File: src/mem_pkg.sv
package mem_pkg;

    // byte address width seen by the requester
    localparam int addr_width = 32;

    // width of one memory word
    localparam int data_width = 32;

    // width of the tag that travels with each request and comes back on its response
    localparam int tag_width = 4;

    // the two operations a bank can perform
    typedef enum logic {
        op_read  = 1'b0,
        op_write = 1'b1
    } mem_op_t;

    // one request from the requester
    // addr is a word aligned byte address at the top level; past the router it holds the
    // local word index inside the selected bank
    typedef struct packed {
        mem_op_t                 op;
        logic [addr_width - 1:0] addr;
        logic [data_width - 1:0] wr_data;
        logic [tag_width - 1:0]  tag;
    } mem_req_t;

    // one response, returned once per request
    // rd_data is only meaningful for reads and is zero for writes
    typedef struct packed {
        mem_op_t                 op;
        logic [data_width - 1:0] rd_data;
        logic [tag_width - 1:0]  tag;
    } mem_rsp_t;

    // out-of-band preload write, used to fill memory while ena is low
    // the router reduces addr to the local word index, the same way as for requests
    typedef struct packed {
        logic [addr_width - 1:0] addr;
        logic [data_width - 1:0] data;
    } oob_wr_t;

endpackage
File: src/mem_bank_router.sv
`timescale 1ns/1ps

module mem_bank_router #(
    parameter int NUM_BANKS  = 4,
    parameter int BANK_WORDS = 256
) (
    input  logic                   clk,
    input  logic                   rst,

    input  logic                   req_valid,
    input  mem_pkg::mem_req_t      req,
    input  logic                   oob_valid,
    input  mem_pkg::oob_wr_t       oob,

    output logic [NUM_BANKS - 1:0] bank_req_valid,
    output mem_pkg::mem_req_t      bank_req,
    output logic [NUM_BANKS - 1:0] bank_oob_valid,
    output mem_pkg::oob_wr_t       bank_oob
);

    // number of word-address bits that pick the bank
    localparam int sel_w = $clog2(NUM_BANKS);

    // the two low byte bits plus the bank bits sit below the local word index
    localparam int idx_shift = 2 + sel_w;

    logic [sel_w - 1:0]                req_sel;
    logic [sel_w - 1:0]                oob_sel;
    logic [mem_pkg::addr_width - 1:0]  req_idx;
    logic [mem_pkg::addr_width - 1:0]  oob_idx;

    mem_pkg::mem_req_t                 req_local;
    mem_pkg::oob_wr_t                  oob_local;

    // banks are interleaved on the word address, so consecutive words land in different banks
    assign req_sel = req.addr[2 +: sel_w];
    assign oob_sel = oob.addr[2 +: sel_w];

    // everything above the bank bits becomes the word index inside the bank
    assign req_idx = req.addr >> idx_shift;
    assign oob_idx = oob.addr >> idx_shift;

    // same payload as received, only the address is rewritten to the local index
    always_comb begin
        req_local      = req;
        req_local.addr = req_idx;
        oob_local      = oob;
        oob_local.addr = oob_idx;
    end

    // exactly one bank strobe is raised for each incoming request or preload write
    always_ff @(posedge clk or posedge rst) begin
        if (rst) begin
            bank_req_valid <= '0;
            bank_oob_valid <= '0;
        end else begin
            bank_req_valid <= req_valid ? (NUM_BANKS'(1) << req_sel) : '0;
            bank_oob_valid <= oob_valid ? (NUM_BANKS'(1) << oob_sel) : '0;
        end
    end

    // one shared payload register per path; the strobe vector says which bank takes it
    always_ff @(posedge clk) begin
        if (req_valid) begin
            bank_req <= req_local;
        end
        if (oob_valid) begin
            bank_oob <= oob_local;
        end
    end

    // the banks ignore the two byte bits, so a misaligned address would silently alias
    a_req_aligned : assert property (@(posedge clk) disable iff (rst)
        req_valid |-> (req.addr[1:0] == 2'b00));

    // an address past the end of the banked space would wrap inside the bank array
    a_req_in_range : assert property (@(posedge clk) disable iff (rst)
        req_valid |-> (req_idx < BANK_WORDS));

endmodule

File: config.mk
export PLATFORM = sky130hd
export DESIGN_NAME = mem_bank_router
export DESIGN_NICKNAME = d
export VERILOG_FILES = /design/src/mem_pkg.sv /design/src/mem_bank_router.sv
export SDC_FILE = /design/constraint.sdc
export NUM_CORES = 1
export LEC_CHECK = 0
export BUFFER_PORTS_ARGS = -buffer_cell sky130_fd_sc_hd__buf_2
export CAP_MARGIN = 10
export CORE_AREA = 2 2 107 109
export CTS_BUF_LIST = sky130_fd_sc_hd__clkbuf_8
export CTS_CLUSTER_DIAMETER = 120
export DETAILED_ROUTE_END_ITERATION = 12
export DIE_AREA = 0 0 109 111
export PLACE_DENSITY = 0.81
export REMOVE_ABC_BUFFERS = 1
export SLEW_MARGIN = 30
export SYNTH_ARGS = -nofsm -noshare
export SYNTH_HDL_FRONTEND = slang
export SYNTH_SLANG_ARGS = --single-unit
File: constraint.sdc
create_clock -name clk -period 0.8 [get_ports clk]
set_clock_uncertainty 0.2 [all_clocks]
set_input_delay 0.12 -clock clk [delete_from_list [all_inputs] [get_ports clk]]
set_output_delay 0.12 -clock clk [all_outputs]
set_load 0.01 [all_outputs]
==> out/metrics.cfg, run 1 <==
[run_status]
status = did not finish
failed_stage = clock tree synthesis
error = [ERROR RSZ-0060] Max buffer count reached.

[clock_tree]
cts_buffer_depth = 2
cts_root_buf = clkbuf_8
cts_buffers = 17
clock_sinks = 133
hold_buffers = 120
htree_levels = 4
cts_setup_buffers = 0
cts_resized = 0

[die]
ios = 278
die_x_um = 109
die_y_um = 111
row_count = 39
start_util_pct = 37.0

[logic_synthesis]
synth_top_area_cell = edfxtp_1
ys_warn_count = 0
synth_cell_types = 8
synthTopCellsByArea = edfxtp_1 92%, dfrtp_1 4.9%, buf_4 1.5%
synth_seq_area_share_pct = 96.5
synth_cells = 151
synth_top_area_share_pct = 91.6
syn_area_per_cell_sq_um = 27.1
netlist_area_sq_um = 4100
synth.ff_latch_count = 133

[place]
gp_congestion = 0.739
hpwl_um = 7180
numPortBuffers = 265
place_inst = 564

-- synth_stat cells (all sizes together) --
library cell	n
edfxtp	125
and3	2
nor3b	2
inv	1
conb	1
buf	8
dfrtp	8
and3b	4
-- through the flow --
stage / setup WS, ps / hold slack (ps) / cell area [sq um] / utilization [%]
detailed placement: -216 / -118 / 5650 / 51.0
global placement: -206 / -146 / 5650 / 51.0
floorplan: 86.2 / -264 / 4060 / -
-- cells by family after synthesis --
logic type	count (synthesis)	share of synthesized area [%]
other	1	0.0915
DFF	133	96.5
and+or+nand+nor	8	1.83
buffers and inverters	9	1.56
==> run 2: changes to the inputs <==
CORE_AREA = 2 2 108 110   (was 2 2 107 109)
CTS_BUF_LIST = not set   (was sky130_fd_sc_hd__clkbuf_8)
CTS_CLUSTER_DIAMETER = not set   (was 120)
DIE_AREA = 0 0 110 112   (was 0 0 109 111)
PLACE_DENSITY = not set   (was 0.81)
PLACE_DENSITY_LB_ADDON = 0.15   (was not set)
==> run 2 against run 1 <==
Net effect: the flow now finishes, with violations (hold timing, setup timing); synthesized cell count stayed put; area after synthesis stayed put.
==> out/metrics.cfg, run 2 <==
[run_status]
status = finished with violations
violations = hold timing, setup timing

[die]
die_y_um = 112  ; +0.90%
start_util_pct = 36.7  ; -0.32 points
die_x_um = 110  ; +0.92%
core_area_sq_um = 11200
die-area_sq_um = 12300
ios = 278  ; unchanged
row_count = 39  ; unchanged

[final_layout]
fillers = 749
drive_gt1_share_pct = 50.4
top_register = bank_req
final_cells = 705
syn_to_final_growth_pct = 84.1
final_nets = 686
largest_reg_flops = 65
top_regs = bank_req x65, bank_oob x60
n_antenna_cell = 0
fin_area_sq_um = 7540
final_cell_mix = 242 x buf_2, 125 x edfxtp_1, 96 x dlygate4sd3_1
layout_commonest_cell = buf_2

[logic_synthesis]
ys.flop_type = edfxtp_1
synthArstFlopShare_pct = 6.02  ; unchanged
synth_top_area_cell = edfxtp_1
netlist_top_cells_count = 125 x edfxtp_1, 8 x buf_4, 8 x dfrtp_1
synth_seq_area_share_pct = 96.5  ; unchanged
synth_top_area_share_pct = 91.6  ; unchanged
ys_warn_count = 0  ; unchanged
synth_cells = 151  ; unchanged
synth.ff_latch_count = 133  ; unchanged
netlist_area_sq_um = 4100  ; unchanged
syn_area_per_cell_sq_um = 27.1  ; unchanged
synthTopCellsByArea = edfxtp_1 92%, dfrtp_1 4.9%, buf_4 1.5%
synth_cell_types = 8  ; unchanged
synth-edff-count = 125  ; unchanged
synth_most_common_cell = edfxtp_1

[sta]
clock.fmax_ghz = 0.780
period_needed_ps = 1280
finalCritPeriodShare_pct = 160
fin_hold_ws_ps = -285
finalHoldViolations = 43
setup_violations = 204
worst_slack_ps = -482
maxSlewViolCount = 0
rsz0062_at_grt = yes
setup-tns-final_ps = -57880

[place]
hpwl_um = 7560  ; +5.3%
numPortBuffers = 265  ; unchanged
place_inst = 566  ; +0.35%
dpl_worst_slack_ps = -261  ; -44.8 ps
gp_congestion = 0.734  ; -0.68%
post_dp_cell_area_sq_um = 5650  ; about the same

[critical_path]
critical_path.slowest_cell = edfxtp_1
critPathKind = flop to primary output
crit_chain = buf_2
cpPeakStageDelay_ps = 400
path_buf_inv = 1
endpoint_kind = primary output
worstPathMaxFanout = 1
cpLargestDelayFamily = flip-flops
worstPathArrival_ps = 960
required_ps = 480
crit_start = bank_oob[36]$_DFFE_PP_
crit_path_start_kind = flop

[power]
p_int_mw = 14.7
ir_worst_vdd_mv = 1.29
seq_power_share_pct = 45.6
p_per_area_nw_per_um2 = 2430
cellLeakagePower_nw = 3.53
power.switching_mw = 3.63
switching_share_pct = 19.8
clkPwrFrac_pct = 44.3
comb_power_share_pct = 10.1

[detailed_routing]
routed_wl_um = 11500
drc = 0
via_per_inst = 4.17
routedWlPerCell_um = 16.3
dr.first_iter.drc_count = 101
drt_pass1_iterations = 4
ant_nets = 0
num_vias = 2937

[worst_hold_path]
hold_path.class = input port to flop
min_from = req[38]

[clock_tree]
cts_buffers = 17  ; unchanged
clock_sinks = 133  ; unchanged
cts_root_buf = clkbuf_16
cts_tree = built
cts_setup_buffers = 0  ; unchanged
cts_buffer_depth = 2  ; unchanged
htree_levels = 4  ; unchanged
clk_pin_slew_ps = 60

[global_route]
grt.total_usage_pct = 18.2
antenna_found_initial = 0
grt_overflow = 0
grt_max_degree = 41
grt_pass1_wl_um = 16100
grt_pass1_vias = 3212

[flow_run]
maxCapViolations = 0

[run 2: cell counts after synthesis]
Identical to the previous run, type by type.
[run 2: repair_timing]
action                                  4_1_cts  5_1_grt
resized for setup                             1       34
endpoints found under the hold margin       146       67
hold buffers                                102       24
endpoints found under the setup margin      133      182
[run 2: routing by layer]
layer / global-route usage (%) / part of all wire, % / up-vias
li1: - / - / 1380
met1: 17.2 / 34 / 1356
met2: 32.1 / 52 / 186
met3: 10.4 / 12 / 15
met4: 6.16 / 1.5 / 0
met5: 0 / 0 / -
[run 2: final cells by class]
| type | count | area [sq um] | share of cell area (%) |
|---|---|---|---|
| timing repair buffer | 380 | 2680 | 35.5 |
| multi-input combinational | 16 | 105 | 1.39 |
| tap | 143 | 179 | 2.37 |
| sequential | 133 | 3950 | 52.4 |
| clock inverter | 12 | 184 | 2.44 |
| clock buffer | 20 | 437 | 5.79 |
| inverter | 1 | 3.75 | 0.0498 |
[run 2: cell families after synthesis]
family        count (synthesis)  synth area share, %
flops                       133                 96.5
buf+inv                       9                 1.56
simple gates                  8                 1.83
other cells                   1               0.0915
[run 2: final timing paths]
path	cells after the start	endpoint
max in group asynchronous	3	bank_oob_valid[0]$_DFF_PP0_
worst max-delay path	1	bank_oob[36]
worst min-delay path	2	bank_req_valid[0]$_DFF_PP0_
min in group asynchronous	3	bank_req_valid[1]$_DFF_PP0_
[run 2: power groups by stage]
stage	sequential, mW	combinational [mW]	clock [mW]
finish	8.36	1.85	8.13
detailed placement	8.48	1.36	0
global placement	8.48	1.35	0
CTS	8.35	1.76	8.28
global route	8.40	2.01	8.65
floorplan	8.79	0.0382	0
[run 2: through the flow]
stage / hold slack (ps) / util (%) / power, mW
floorplan: -264 / - / 8.83
global placement: -131 / 50.6 / 9.83
detailed placement: -113 / 50.6 / 9.85
CTS: -312 / 65.3 / 18.4
global route: -307 / 67.5 / 19.1
finish: -285 / 67.5 / 18.3
Power figures use the tool's default switching activity.
==> run 3: changes to the inputs <==
CORE_AREA = not set   (was 2 2 108 110)
CORE_MARGIN = 4   (was not set)
CORE_UTILIZATION = 41   (was not set)
CTS_BUF_LIST = sky130_fd_sc_hd__clkbuf_16   (was not set)
DIE_AREA = not set   (was 0 0 110 112)
==> run 3 against run 2 <==
Net effect: the run now fails in clock tree synthesis; area after synthesis unchanged; synthesized cell count unchanged.
==> out/metrics.cfg, run 3 <==
[run_status]
status = did not finish
failed_stage = clock tree synthesis
error = [ERROR RSZ-0060] Max buffer count reached.

[logic_synthesis]
synth_top_area_cell = edfxtp_1
netlist_top_cells_count = 125 x edfxtp_1, 8 x buf_4, 8 x dfrtp_1
ys.flop_type = edfxtp_1
synth_cell_types = 8  ; unchanged
syn_area_per_cell_sq_um = 27.1  ; unchanged
synthArstFlopShare_pct = 6.02  ; unchanged
netlist_area_sq_um = 4100  ; unchanged
synth.ff_latch_count = 133  ; unchanged
synth-edff-count = 125  ; unchanged
synth_cells = 151  ; unchanged
synth_seq_area_share_pct = 96.5  ; unchanged
synth_most_common_cell = edfxtp_1
synth_top_area_share_pct = 91.6  ; unchanged
ys_warn_count = 0  ; unchanged
synthTopCellsByArea = edfxtp_1 92%, dfrtp_1 4.9%, buf_4 1.5%

[clock_tree]
cts_setup_buffers = 0  ; unchanged
hold_buffers = 118  ; +16%
htree_levels = 4  ; unchanged
cts_root_buf = clkbuf_16
cts_buffers = 17  ; unchanged
cts_buffer_depth = 2  ; unchanged
cts_resized = 6  ; +5
clock_sinks = 133  ; unchanged

[die]
die_x_um = 108  ; -1.9%
ios = 278  ; unchanged
die_y_um = 108  ; -3.6%
row_count = 36  ; -7.7%
start_util_pct = 42.1  ; +5.4 points

[place]
gp_congestion = 0.789  ; +7.5%
numPortBuffers = 265  ; unchanged
hpwl_um = 8050  ; +6.4%

[run 3: cell counts after synthesis]
No cell type changed its count.
[run 3: cell families after synthesis]
family / after synthesis / synth area share, %
simple gates: 8 / 1.83
buf+inv: 9 / 1.56
other cells: 1 / 0.0915
flops: 133 / 96.5
[run 3: per-stage QoR]
stage	worst slack [ps]	area, sq um	cells	setup TNS, ps
floorplan	86.2	4060	150	0
global placement	-230	5660	555	-27400
detailed placement	-236	5660	555	-28600
