**src/mem_pkg.sv**
```systemverilog
package mem_pkg;

    // byte address width seen by the requester
    localparam int addr_width = 32;

    // width of one memory word
    localparam int data_width = 32;

    // width of the tag that travels with each request and comes back on its response
    localparam int tag_width = 4;

    // the two operations a bank can perform
    typedef enum logic {
        op_read  = 1'b0,
        op_write = 1'b1
    } mem_op_t;

    // one request from the requester
    // addr is a word aligned byte address at the top level; past the router it holds the
    // local word index inside the selected bank
    typedef struct packed {
        mem_op_t                 op;
        logic [addr_width - 1:0] addr;
        logic [data_width - 1:0] wr_data;
        logic [tag_width - 1:0]  tag;
    } mem_req_t;

    // one response, returned once per request
    // rd_data is only meaningful for reads and is zero for writes
    typedef struct packed {
        mem_op_t                 op;
        logic [data_width - 1:0] rd_data;
        logic [tag_width - 1:0]  tag;
    } mem_rsp_t;

    // out-of-band preload write, used to fill memory while ena is low
    // the router reduces addr to the local word index, the same way as for requests
    typedef struct packed {
        logic [addr_width - 1:0] addr;
        logic [data_width - 1:0] data;
    } oob_wr_t;

endpackage
```
**src/mem_rsp_merge.sv**
```systemverilog
`timescale 1ns/1ps

module mem_rsp_merge #(
    parameter int NUM_BANKS = 4
) (
    input  logic                   clk,
    input  logic                   rst,

    input  logic [NUM_BANKS - 1:0] bank_ack,
    input  mem_pkg::mem_rsp_t      bank_rsp [NUM_BANKS],

    output logic                   rsp_valid,
    output mem_pkg::mem_rsp_t      rsp
);

    localparam int rsp_w = $bits(mem_pkg::mem_rsp_t);

    // response of whichever bank acked this cycle, zero when none did
    logic [rsp_w - 1:0] rsp_sel;

    // each bank response is masked by its own ack and the results are ORed together
    // with at most one ack high this is a plain one-hot mux
    always_comb begin
        rsp_sel = '0;
        for (int i = 0; i < NUM_BANKS; i++) begin
            rsp_sel = rsp_sel | ({rsp_w{bank_ack[i]}} & rsp_w'(bank_rsp[i]));
        end
    end

    // one valid pulse follows each bank ack
    always_ff @(posedge clk or posedge rst) begin
        if (rst) begin
            rsp_valid <= 1'b0;
        end else begin
            rsp_valid <= |bank_ack;
        end
    end

    // the payload is only loaded when some bank acked, and holds otherwise
    always_ff @(posedge clk) begin
        if (|bank_ack) begin
            rsp <= mem_pkg::mem_rsp_t'(rsp_sel);
        end
    end

    // requests enter one per cycle and the delay is fixed, so two banks never finish together
    // a second ack in the same cycle would be ORed into a corrupt response
    a_ack_onehot : assert property (@(posedge clk) disable iff (rst)
        $onehot0(bank_ack));

endmodule

```
**config.mk**
```make
export PLATFORM = sky130hd
export DESIGN_NAME = mem_rsp_merge
export DESIGN_NICKNAME = d
export VERILOG_FILES = /design/src/mem_pkg.sv /design/src/mem_rsp_merge.sv
export SDC_FILE = /design/constraint.sdc
export NUM_CORES = 1
export LEC_CHECK = 0
export ABC_AREA = 1
export BUFFER_PORTS_ARGS = -buffer_cell sky130_fd_sc_hd__buf_4
export CAP_MARGIN = 10
export CORE_ASPECT_RATIO = 0.9
export CORE_MARGIN = 3
export CORE_UTILIZATION = 44
export DETAILED_ROUTE_END_ITERATION = 8
export PLACE_DENSITY = 0.9
export SETUP_SLACK_MARGIN = 0.2
export SLEW_MARGIN = 10
export SYNTH_ARGS = -nofsm -noshare
export SYNTH_HDL_FRONTEND = slang
export SYNTH_SLANG_ARGS = --single-unit
```
**constraint.sdc**
```tcl
create_clock -name clk -period 0.8 [get_ports clk]
set_input_delay 0.04 -clock clk [delete_from_list [all_inputs] [get_ports clk]]
set_output_delay 0.04 -clock clk [all_outputs]
set_load 0.01 [all_outputs]
```
Word level (Yosys, flattened, before mapping):

Cells that the tools add are included.

* bits in registers: 38
* input bits: 154
* logic and storage cells: 12

* bitwise gates (word level): 7
* reduce and logical (&&, ||, !) cells: 1

Operators by type and width (number)
* 37-bit bitwise AND: 4
* 37-bit OR: 3
* 4-bit OR reduction: 1

Longest topological paths before layout:

Gate-level depths: netlist of the first run.

* depth in word-level cells: 4
* gate-level depth with buffers: 6
* mapped depth without buffers: 4

Worst setup path after synthesis of the first run:

OpenSTA, ideal clock, no wires.

* path type: in2reg
* start point: input port bank_ack[2]
* end point: register rsp[0] in the netlist's numbering, enable pin
* path buffers: 1
* setup time: 0.395 ns
* stages: 3
* arrival time: 1.074 ns
* slack: -0.670 ns
* cell sequence: buf_2 > nor2_1 > nand2_1

* cells in the longest elaborated chain, start to end: 1

RTL lines
* start, declared: RTL line mem_rsp_merge.sv:9 `input logic [NUM_BANKS - 1:0] bank_ack,`
* 4-bit OR reduction: RTL line mem_rsp_merge.sv:41 `if (|bank_ack) begin`
* end signal, assigned: RTL line mem_rsp_merge.sv:42 `rsp <= mem_pkg::mem_rsp_t'(rsp_sel);`
* end, declared: RTL line mem_rsp_merge.sv:13 `output mem_pkg::mem_rsp_t rsp`

No other way between the ends.
A chain may end at the register's enable or synchronous reset.

Worst setup path after layout of the first run:

* start point: register rsp[7] in the netlist's numbering
* end point: output port rsp[7] in the netlist's numbering

No word-level cell between the ends.

==> results of run 1 <==
[report_power, final]
part	leakage (nW)	total, mW	switching [mW]	internal (mW)
Combinational	2.15	1.88	0.774	1.10
Sequential	0.370	2.53	0.0989	2.43
Clock	0.0504	1.60	0.671	0.927
Total	2.57	6.00	1.54	4.46
[path summary, 6_finish.rpt]
kind | start | end | slack [ps] | cells after the start
setup / recovery | rsp[7]$_DFFE_PP_ | rsp[7] | -80 | 1
hold / removal | bank_rsp[94] | rsp[20]$_DFFE_PP_ | 90 | 5
max in group asynchronous | rst | rsp_valid$_DFF_PP0_ | 550 | 3
min in group asynchronous | rst | rsp_valid$_DFF_PP0_ | 160 | 3
[kinds of logic (layout without fill, tap and decap cells)]
logic type	Yosys count	after routing	synth area share
and+or+nand+nor	262	262	0.395
buffers and inverters	91	283	0.161
DFF	38	38	0.445
[layout by cell type, fill, tap and decap left out, drive strengths merged]
cell type / instances
inv: 75
edfxtp: 37
clkbuf: 5
dlygate4sd3: 1
buf: 199
bufinv: 1
nand2: 260
clkinvlp: 2
nor2: 2
dfrtp: 1
[metal layers]
metal,GRT usage,vias up
li1,-,1504
met1,0.252,1278
met2,0.453,112
met3,0.0493,6
met4,0.0763,0
met5,0,-
[Yosys cell counts]
cell type / instances / area share
inv_1: 75 / 0.11
buf_6: 3 / 0.013
dfrtp_1: 1 / 0.0098
buf_4: 8 / 0.024
buf_8: 1 / 0.0059
nand2_2: 10 / 0.024
buf_2: 4 / 0.0078
edfxtp_1: 37 / 0.43
nand2_1: 250 / 0.37
nor2_1: 2 / 0.0029
[state kept, by name, summed over array words and instances (netlist names)]
name and count:
rsp_valid 1, rsp 37
[timing repair]
action,CTS,global route
setup endpoints to repair,38,46
endpoints found under the hold margin,1,0
gates resized for setup,23,15
hold buffers,1,0
[cell type report]
cell class	count	area, um^2	share of cell area
clock buffers	5	68.8	0.0157
clock inverters	3	45.0	0.0103
inverters	75	282	0.0643
multi-input cells	262	1040	0.238
flip-flops and latches	38	1140	0.260
well taps	67	83.8	0.0192
repair buffers	200	1720	0.393
[stage by stage]
stage                      util  cell area, um^2  setup slack, ps  instances  hold slack [ps]
after floorplan               -             2650             41.6        391             -231
after global placement    0.755             4110            -59.2        641             -116
after detailed placement  0.755             4110            -87.4        641             -112
after CTS                 0.794             4320            -97.3        650             84.4
after global routing      0.804             4380             -110        650             98.1
final                     0.804             4380            -79.0        650             93.4
==> impl_results.md, run 1 <==
* First-pass GRT wire length at roughly 13 mm
* CP peak stage delay at between 400 and 500 ps
* Antenna-violating nets left at 0
* Gr ovfl total at 0
* Max clock buf depth at 2
* Drt first pass iters at 4
* Synth warn at 0
* Initial Util at 0.469
* Wl on met1 at ~3 mm
* Worst-path clk slew at ~80 ps
* CP Launch Type: flip-flop
* Max Cap Viol at 0
* Crit path DAT at around 840 ps
* Post-synthesis instance area at 0.00255 mm^2
* Num rows at 25
* Share of cells above drive strength 1 at 0.377
* Gate Count Post-Synth at roughly 390
* Area added between synthesis and finish at 71.3%
* Worst Hold Class: in2reg
* CTS H-tree depth at 2
* Final GP Congestion at 0.856
* Crit Path Class: reg2out
* CTS Sinks at 38
* Power per standard cell area at 1370 mW/mm^2
* CP cell instances: buf_6
* Root Buffer: clkbuf_8
* Failing checks: setup timing
* Initial antenna violation count at 0
* Vias per cell at approximately 4.5
* Setup bufs post-CTS at 0
* Critical path's slowest cell: edfxtp_1
* N_diodes at 0
* Crit path max fanout at 1
* Final hold vios at 0
* Syn_area_per_cell at roughly 6.5 um^2
* Sequential area share after synthesis at 0.445
* Max-slew headroom at 0.808
* Via count at just under 3000
* CP Buf/Inv Count at 1
* Pins over their slew limit at 0
* IO Count at 192
* Routed len/inst at between 10 and 15 um
* Leak at about 2.6 nW
* Drt initial violations at roughly 100
* FILL cells at 362
* Cts bufs inserted at 5
* Top Layer Used: met4
* Die area at between 0.006 and 0.007 mm^2
* Max VDD drop at 0.968 mV
* DP HPWL at around 6.5 mm
* Worst path required time at approximately 760 ps
* TNS Setup at -1710 ps
* DIE HEIGHT at roughly 80 um
* Vias in the first global route at ~2900
* # setup viols final at 38
* CP endpoint kind: output port
* Slew @ Worst Pin at between 200 and 300 ps
* Status: finished with violations
* FMAX at approximately 1100 MHz
* Syn nets at approximately 550
* Overall Global Routing Usage at 0.236
* Unique masters post-synth at 10
* Die Wd at between 80 and 90 um
* CTS tree: yes
* Final Power at 6.00 mW
* Nets at approximately 740
* DRC viols at 0
* Tmin final at 879 ps
* Wire length on met2 at 4.47 mm
* Core region area at roughly 0.0054 mm^2
* Largest net degree at the start of global routing at 39
* Port Buffer Count at 191
* Critical path's top delay family: flip-flops
* Final period utilization at 1.10
* #FFs+latches synth at 38
* Met3 Wirelength at approximately 600 um
* RSZ-0062 raised after global routing: true
* Final worst slack at -79.0 ps
* Final WL at around 8.1 mm
No activity file was read; power rests on OpenSTA's default activity.
==> run 2: changes to the inputs <==
--- a/config.mk
+++ b/config.mk
@@ -5,14 +5,13 @@
 export SDC_FILE = /design/constraint.sdc
 export NUM_CORES = 1
 export LEC_CHECK = 0
-export ABC_AREA = 1
 export BUFFER_PORTS_ARGS = -buffer_cell sky130_fd_sc_hd__buf_4
 export CAP_MARGIN = 10
 export CORE_ASPECT_RATIO = 0.9
 export CORE_MARGIN = 3
-export CORE_UTILIZATION = 44
+export CORE_UTILIZATION = 39
 export DETAILED_ROUTE_END_ITERATION = 8
-export PLACE_DENSITY = 0.9
+export PLACE_DENSITY = 0.89
 export SETUP_SLACK_MARGIN = 0.2
 export SLEW_MARGIN = 10
 export SYNTH_ARGS = -nofsm -noshare
==> impl_results.md, run 2 <==
* Status: finished with violations
* Failing checks: setup timing
* Share of cells above drive strength 1 at 0.787 (+0.410)
* #FFs+latches synth at 38 (unchanged)
* Critical path's slowest cell: or4_4
* Max clock buf depth at 2 (unchanged)
* Clk pwr share at 0.223 (-0.043)
* Most frequent cells in the layout: buf_4 (150), a22oi_2 (74), buf_6 (43)
* Pins over their slew limit at 0 (unchanged)
* RSZ-0062 raised after global routing: true
* Crit Path Class: in2reg
* Via count at 2613 (-9.9%)
* Port Buffer Count at 191 (unchanged)
* CTS H-tree depth at 2 (unchanged)
* Drt first pass iters at 5 (+1)
* Post-synth top flop: edfxtp_1
* Antenna-violating nets left at 0 (unchanged)
* CTS Sinks at 38 (unchanged)
* Tmin final at 964 ps (+85.3 ps)
* Largest net degree at the start of global routing at 39 (unchanged)
* Net Sw Power at 1.71 mW (+11%)
* Initial Util at 0.426 (-0.0438)
* Slew @ Worst Pin at 270 ps (-17.5 ps)
* Area contributors post-synth: edfxtp_1 (56%), a22oi_1 (28%), nand2_1 (7.0%)
* Routed len/inst at 26.0 um (+110%)
* Crit path max fanout at 8 (+7)
* Largest Register: rsp
* Max VDD drop at 1.34 mV (+38%)
* Placed cell areas at 0.00378 mm^2 (-7.9%)
* Num rows at 23 (-8.0%)
* Layout Utilization at 0.919 (+0.115)
* DRC viols at 0 (unchanged)
* Crit path DAT at 1020 ps (+180 ps)
* Syn_area_per_cell at 11.9 um^2 (+82%)
* Max-slew headroom at 0.820 (+0.0122)
* FMAX at 1040 MHz (-8.8%)
* Internal power at 4.25 mW (-4.6%)
* IO Count at 192 (unchanged)
* Root Buffer: clkbuf_8
* Top-area cell type share of the netlist area at 0.560 (+0.125)
* Core region area at 0.00466 mm^2 (-14%)
* Area added between synthesis and finish at 116%
* Nets at 519 (-29%)
* Sequential area share after synthesis at 0.573 (+0.128)
* Die Wd at 81.2 um (-5.9%)
* Post-synthesis instance area at 0.00198 mm^2 (-22%)
* Gate Count Post-Synth at 167 (-57%)
* Worst-path clk slew at 80 ps (about the same)
* Most instantiated library cell after synthesis: a22oi_1
* Final period utilization at 1.21 (+0.107)
* Design Area, Final at 0.00428 mm^2 (-2.1%)
* Min Hold Slack at 21.0 ps (-72.4 ps)
* Vias in the first global route at 2511 (-14%)
* CP endpoint kind: flip-flop
* Final worst slack at -164 ps (-85.3 ps)
* Cts bufs inserted at 5 (unchanged)
* Top Registers: rsp x37, rsp_valid x1
* N_diodes at 0 (unchanged)
* Leak at 1.85 nW (-28%)
* CP peak stage delay at 660 ps (+240 ps)
* Layout Cells excl Fill at 428 (-34%)
* Synth warn at 0 (unchanged)
* DIE HEIGHT at 73.7 um (-5.9%)
* Final GP Congestion at 0.787 (-8.1%)
* Async SR Flop Fraction at 0.0263 (unchanged)
* Final WL at 11.1 mm (+37%)
* Power per standard cell area at 1390 mW/mm^2 (+1.5%)
* CP cell instances: buf_8 > or4_4 > clkbuf_16
* # setup viols final at 76 (+100%)
* Vias per cell at 6.11 (+37%)
* CP Launch Type: primary input
* Sw Share at 0.287 (+0.0297)
* First-pass GRT wire length at 13.1 mm (+3.2%)
* Most common cell after layout, fill and taps aside: buf_4
* Die area at 0.00598 mm^2 (-11%)
* Worst Hold Class: in2reg
* Most frequent cells after synthesis: a22oi_1 (74), edfxtp_1 (37), nand2_1 (37)
* Worst slack, placed at -366 ps (-278 ps)
* Max Cap Viol at 0 (unchanged)
* Worst path required time at 850 ps (+90 ps)
* Largest area contributor in the netlist: edfxtp_1
* Overall Global Routing Usage at 0.300 (+0.0643)
* Sequential share of power at 0.428 (+0.007)
* Unique masters post-synth at 8 (-2)
* Final hold vios at 0 (unchanged)
* Drt initial violations at 223 (+120%)
* Gr ovfl total at 0 (unchanged)
* Max FFs per register at 37 (unchanged)
* EDFF count, synth at 37 (unchanged)
* Initial antenna violation count at 0 (unchanged)
* CTS tree: yes
* Syn nets at 321 (-41%)
* Gate power share at 0.349 (+0.036)
* Placed cells at 410 (-36%)
==> run 2: changes by cell type after synthesis, sizes merged <==
cell	delta
a22oi	+74
or4	+1
nand2	-223
nor2	-2
inv	-74
==> run 2: cell type report <==
| class | count | area [um^2] |
|---|---|---|
| Timing Repair Buffer | 207 | 1910 |
| Clock inverter | 3 | 16.3 |
| Multi-Input combinational cell | 112 | 1080 |
| Tap cell | 62 | 77.6 |
| Inverter | 1 | 3.75 |
| Sequential cell | 38 | 1140 |
| Clock buffer | 5 | 68.8 |
| Fill cell | 168 | 378 |
==> run 2: metal layers <==
layer  vias up  track usage  part of all wire
met5         -            0                 0
met4         0        0.113             0.059
met3        61       0.0956              0.11
li1       1074            -                 -
met2       240        0.554              0.52
met1      1238        0.317              0.31
==> run 2: cells by family (layout without fill, tap and decap cells) <==
| family | Yosys count | after routing | synth area share |
|---|---|---|---|
| buf+inv | 17 | 216 | 0.0738 |
| simple gates | 38 | 38 | 0.0738 |
| compound gates | 74 | 74 | 0.280 |
| flops | 38 | 38 | 0.573 |
==> run 2: worst paths after layout <==
kind | to | slack [ps] | start | cells past startpoint
max | rsp[6]$_DFFE_PP_ | -160 | bank_ack[1] | 3
min | rsp[35]$_DFFE_PP_ | 20 | bank_rsp[109] | 3
max in group asynchronous | rsp_valid$_DFF_PP0_ | 540 | rst | 3
min in group asynchronous | rsp_valid$_DFF_PP0_ | 170 | rst | 3
==> run 2: metrics by stage <==
step	power, mW	TNS, ps
6_report	5.96	-7900
4_1_cts	5.71	-3820
3_3_place_gp	4.23	-21880
5_1_grt	6.16	-8600
2_1_floorplan	3.27	-10700
3_5_place_dp	4.27	-22730
==> run 2: repair_timing <==
action / in CTS / in global routing
gates resized for setup: 49 / 12
buffers inserted: 0 / 1
hold endpoints to repair: 1 / 0
pin swaps: 0 / 53
hold buffers: 1 / 0
endpoints found under the setup margin: 113 / 76
gates cloned: 1 / 7
==> run 2: power groups by stage <==
stage	sequential [mW]	combinational [mW]	clock [mW]
after floorplan	2.64	0.630	0
after global placement	2.52	1.71	0
after detailed placement	2.53	1.74	0
after CTS	2.52	1.91	1.28
after global routing	2.56	2.17	1.42
final	2.55	2.08	1.33
==> run 2: worst max-delay path: cells and delay by family <==
kind          cells  cell delay, ps
buf+inv           2             310
simple gates      1             660
==> run 3: changes to the inputs <==
--- a/config.mk
+++ b/config.mk
@@ -7,7 +7,6 @@
 export LEC_CHECK = 0
 export BUFFER_PORTS_ARGS = -buffer_cell sky130_fd_sc_hd__buf_4
 export CAP_MARGIN = 10
-export CORE_ASPECT_RATIO = 0.9
 export CORE_MARGIN = 3
 export CORE_UTILIZATION = 39
 export DETAILED_ROUTE_END_ITERATION = 8
==> impl_results.md, run 3 (synthesized netlist as in run 2, its figures left out) <==
* Status: finished with violations
* Failing checks: setup timing
* Max VDD drop at 1.02 mV (-24%)
* Min Hold Slack at 30.9 ps (+9.86 ps)
* Critical path's slowest cell: or4_4
* Initial antenna violation count at 0 (unchanged)
* DRC viols at 0 (unchanged)
* CTS H-tree depth at 2 (unchanged)
* Share of cells above drive strength 1 at 0.781 (-0.00633)
* Worst-path clk slew at 70 ps (about the same)
* Vias in the first global route at 2486 (-1.0%)
* Port Buffer Count at 191 (unchanged)
* RSZ-0062 raised after global routing: true
* Drt initial violations at 66 (-70%)
* Max-slew headroom at 0.704 (-0.116)
* IO Count at 192 (unchanged)
* Slew @ Worst Pin at 445 ps (+174 ps)
* Vias per cell at 5.45 (-11%)
* Max Cap Viol at 0 (unchanged)
* CP Buf/Inv Count at 2 (unchanged)
* Most common cell after layout, fill and taps aside: buf_4
* Final Power at 5.70 mW (-4.3%)
* CP Capture Point: rsp[22]$_DFFE_PP_
* FILL cells at 275 (+64%)
* Antenna-violating nets left at 0 (unchanged)
* Final period utilization at 1.13 (-0.0734)
* First-pass GRT wire length at 12.1 mm (-7.6%)
* Gr ovfl total at 0 (unchanged)
* Worst path required time at 830 ps (-20 ps)
* Die area at 0.00598 mm^2 (about the same)
* CP cell instances: buf_6 > or4_4 > buf_12
* Root Buffer: clkbuf_8
* Drt first pass iters at 4 (-1)
* Crit path DAT at 940 ps (-80 ps)
* Die Wd at 77.3 um (-4.8%)
* Tmin final at 906 ps (-58.7 ps)
* Max clock buf depth at 2 (unchanged)
* Worst Hold Class: in2reg
* Crit Path Class: in2reg
* Most frequent cells in the layout: buf_4 (154), a22oi_2 (74), buf_6 (42)
* CP Depth at 3 (unchanged)
* Final WL at 8.27 mm (-26%)
* Via count at 2328 (-11%)
* Leak at 1.77 nW (-4.7%)
* Area added between synthesis and finish at 107%
* Largest net degree at the start of global routing at 39 (unchanged)
* Critical path's top delay family: simple AND/OR/NAND/NOR gates
* Core region area at 0.00482 mm^2 (+3.3%)
* Min-Delay Path Depth at 3 (unchanged)
* Final GP Congestion at 0.724 (-8.0%)
* N_diodes at 0 (unchanged)
* Crit. Startpoint: bank_ack[2]
* CP endpoint kind: flip-flop
* CTS Sinks at 38 (unchanged)
* CP peak stage delay at 600 ps (-60 ps)
* DIE HEIGHT at 77.3 um (+5.0%)
* CP Launch Type: primary input
* Num rows at 25 (+8.7%)
* FMAX at 1100 MHz (+6.5%)
* CTS tree: yes
* Routed len/inst at 19.4 um (-26%)
* Final worst slack at -106 ps (+58.7 ps)
* Setup bufs post-CTS at 0 (unchanged)
* Final hold vios at 0 (unchanged)
* Overall Global Routing Usage at 0.261 (-0.0398)
* Top Registers: rsp x37, rsp_valid x1
* Cts bufs inserted at 5 (unchanged)
* Crit path max fanout at 19 (+11)
* Power per standard cell area at 1390 mW/mm^2 (-0.19%)
* # setup viols final at 75 (-1.3%)
* DP HPWL at approximately 5.9 mm
* Nets at 513 (-1.2%)
* Largest Register: rsp
* Pins over their slew limit at 0 (unchanged)
* Max FFs per register at 37 (unchanged)
* Initial Util at 0.412 (-0.0137)
## run 3: tightest hold or removal path: stages
cell and delay (ps):
buf_4 80, a22oi_2 40, nand2_1 50
## run 3: worst min path at each step
stage | start | endpoint | slack [ps]
global placement | rst | rsp_valid$_DFF_PP0_ | -110
CTS | bank_rsp[75] | rsp[1]$_DFFE_PP_ | 20
floorplan | rst | rsp_valid$_DFF_PP0_ | -230
finish | bank_rsp[34] | rsp[34]$_DFFE_PP_ | 30
detailed placement | rst | rsp_valid$_DFF_PP0_ | -110
global route | bank_rsp[34] | rsp[34]$_DFFE_PP_ | 20
## run 3: repair_timing
action,CTS,global route
endpoints found under the setup margin,113,113
hold buffers,1,0
gates resized for setup,27,19
gates cloned,0,3
endpoints found under the hold margin,1,0
## run 3: stage by stage
stage	std cells	TNS, ps	setup slack (ps)	utilization	instance area [um^2]
detailed placement	415	-22800	-369	0.787	3790
global placement	415	-21950	-361	0.787	3790
CTS	424	-3250	-68.7	0.829	3990
global route	427	-5580	-111	0.853	4110
floorplan	167	-10700	-284	-	2450
finish	427	-4400	-106	0.853	4110
## run 3: final cells by class
type / instances / area (um^2) / share of cell area
clock buffer: 8 / 90.1 / 0.0219
inverter: 1 / 3.75 / 0.000914
multi-input combinational: 112 / 1080 / 0.262
sequential: 38 / 1140 / 0.277
tap: 67 / 83.8 / 0.0204
timing repair buffer: 201 / 1720 / 0.418
## run 3: metal layers
layer  GRT usage  routed length, um
met2       0.492               4630
met4      0.0979                191
met3      0.0696                615
met1       0.273               2840
met5           0                  0
## run 3: power by group
group / internal [mW] / switching [mW]
Sequential: 2.43 / 0.0924
Clock: 0.702 / 0.588
Combinational: 1.15 / 0.748
Total: 4.28 / 1.43
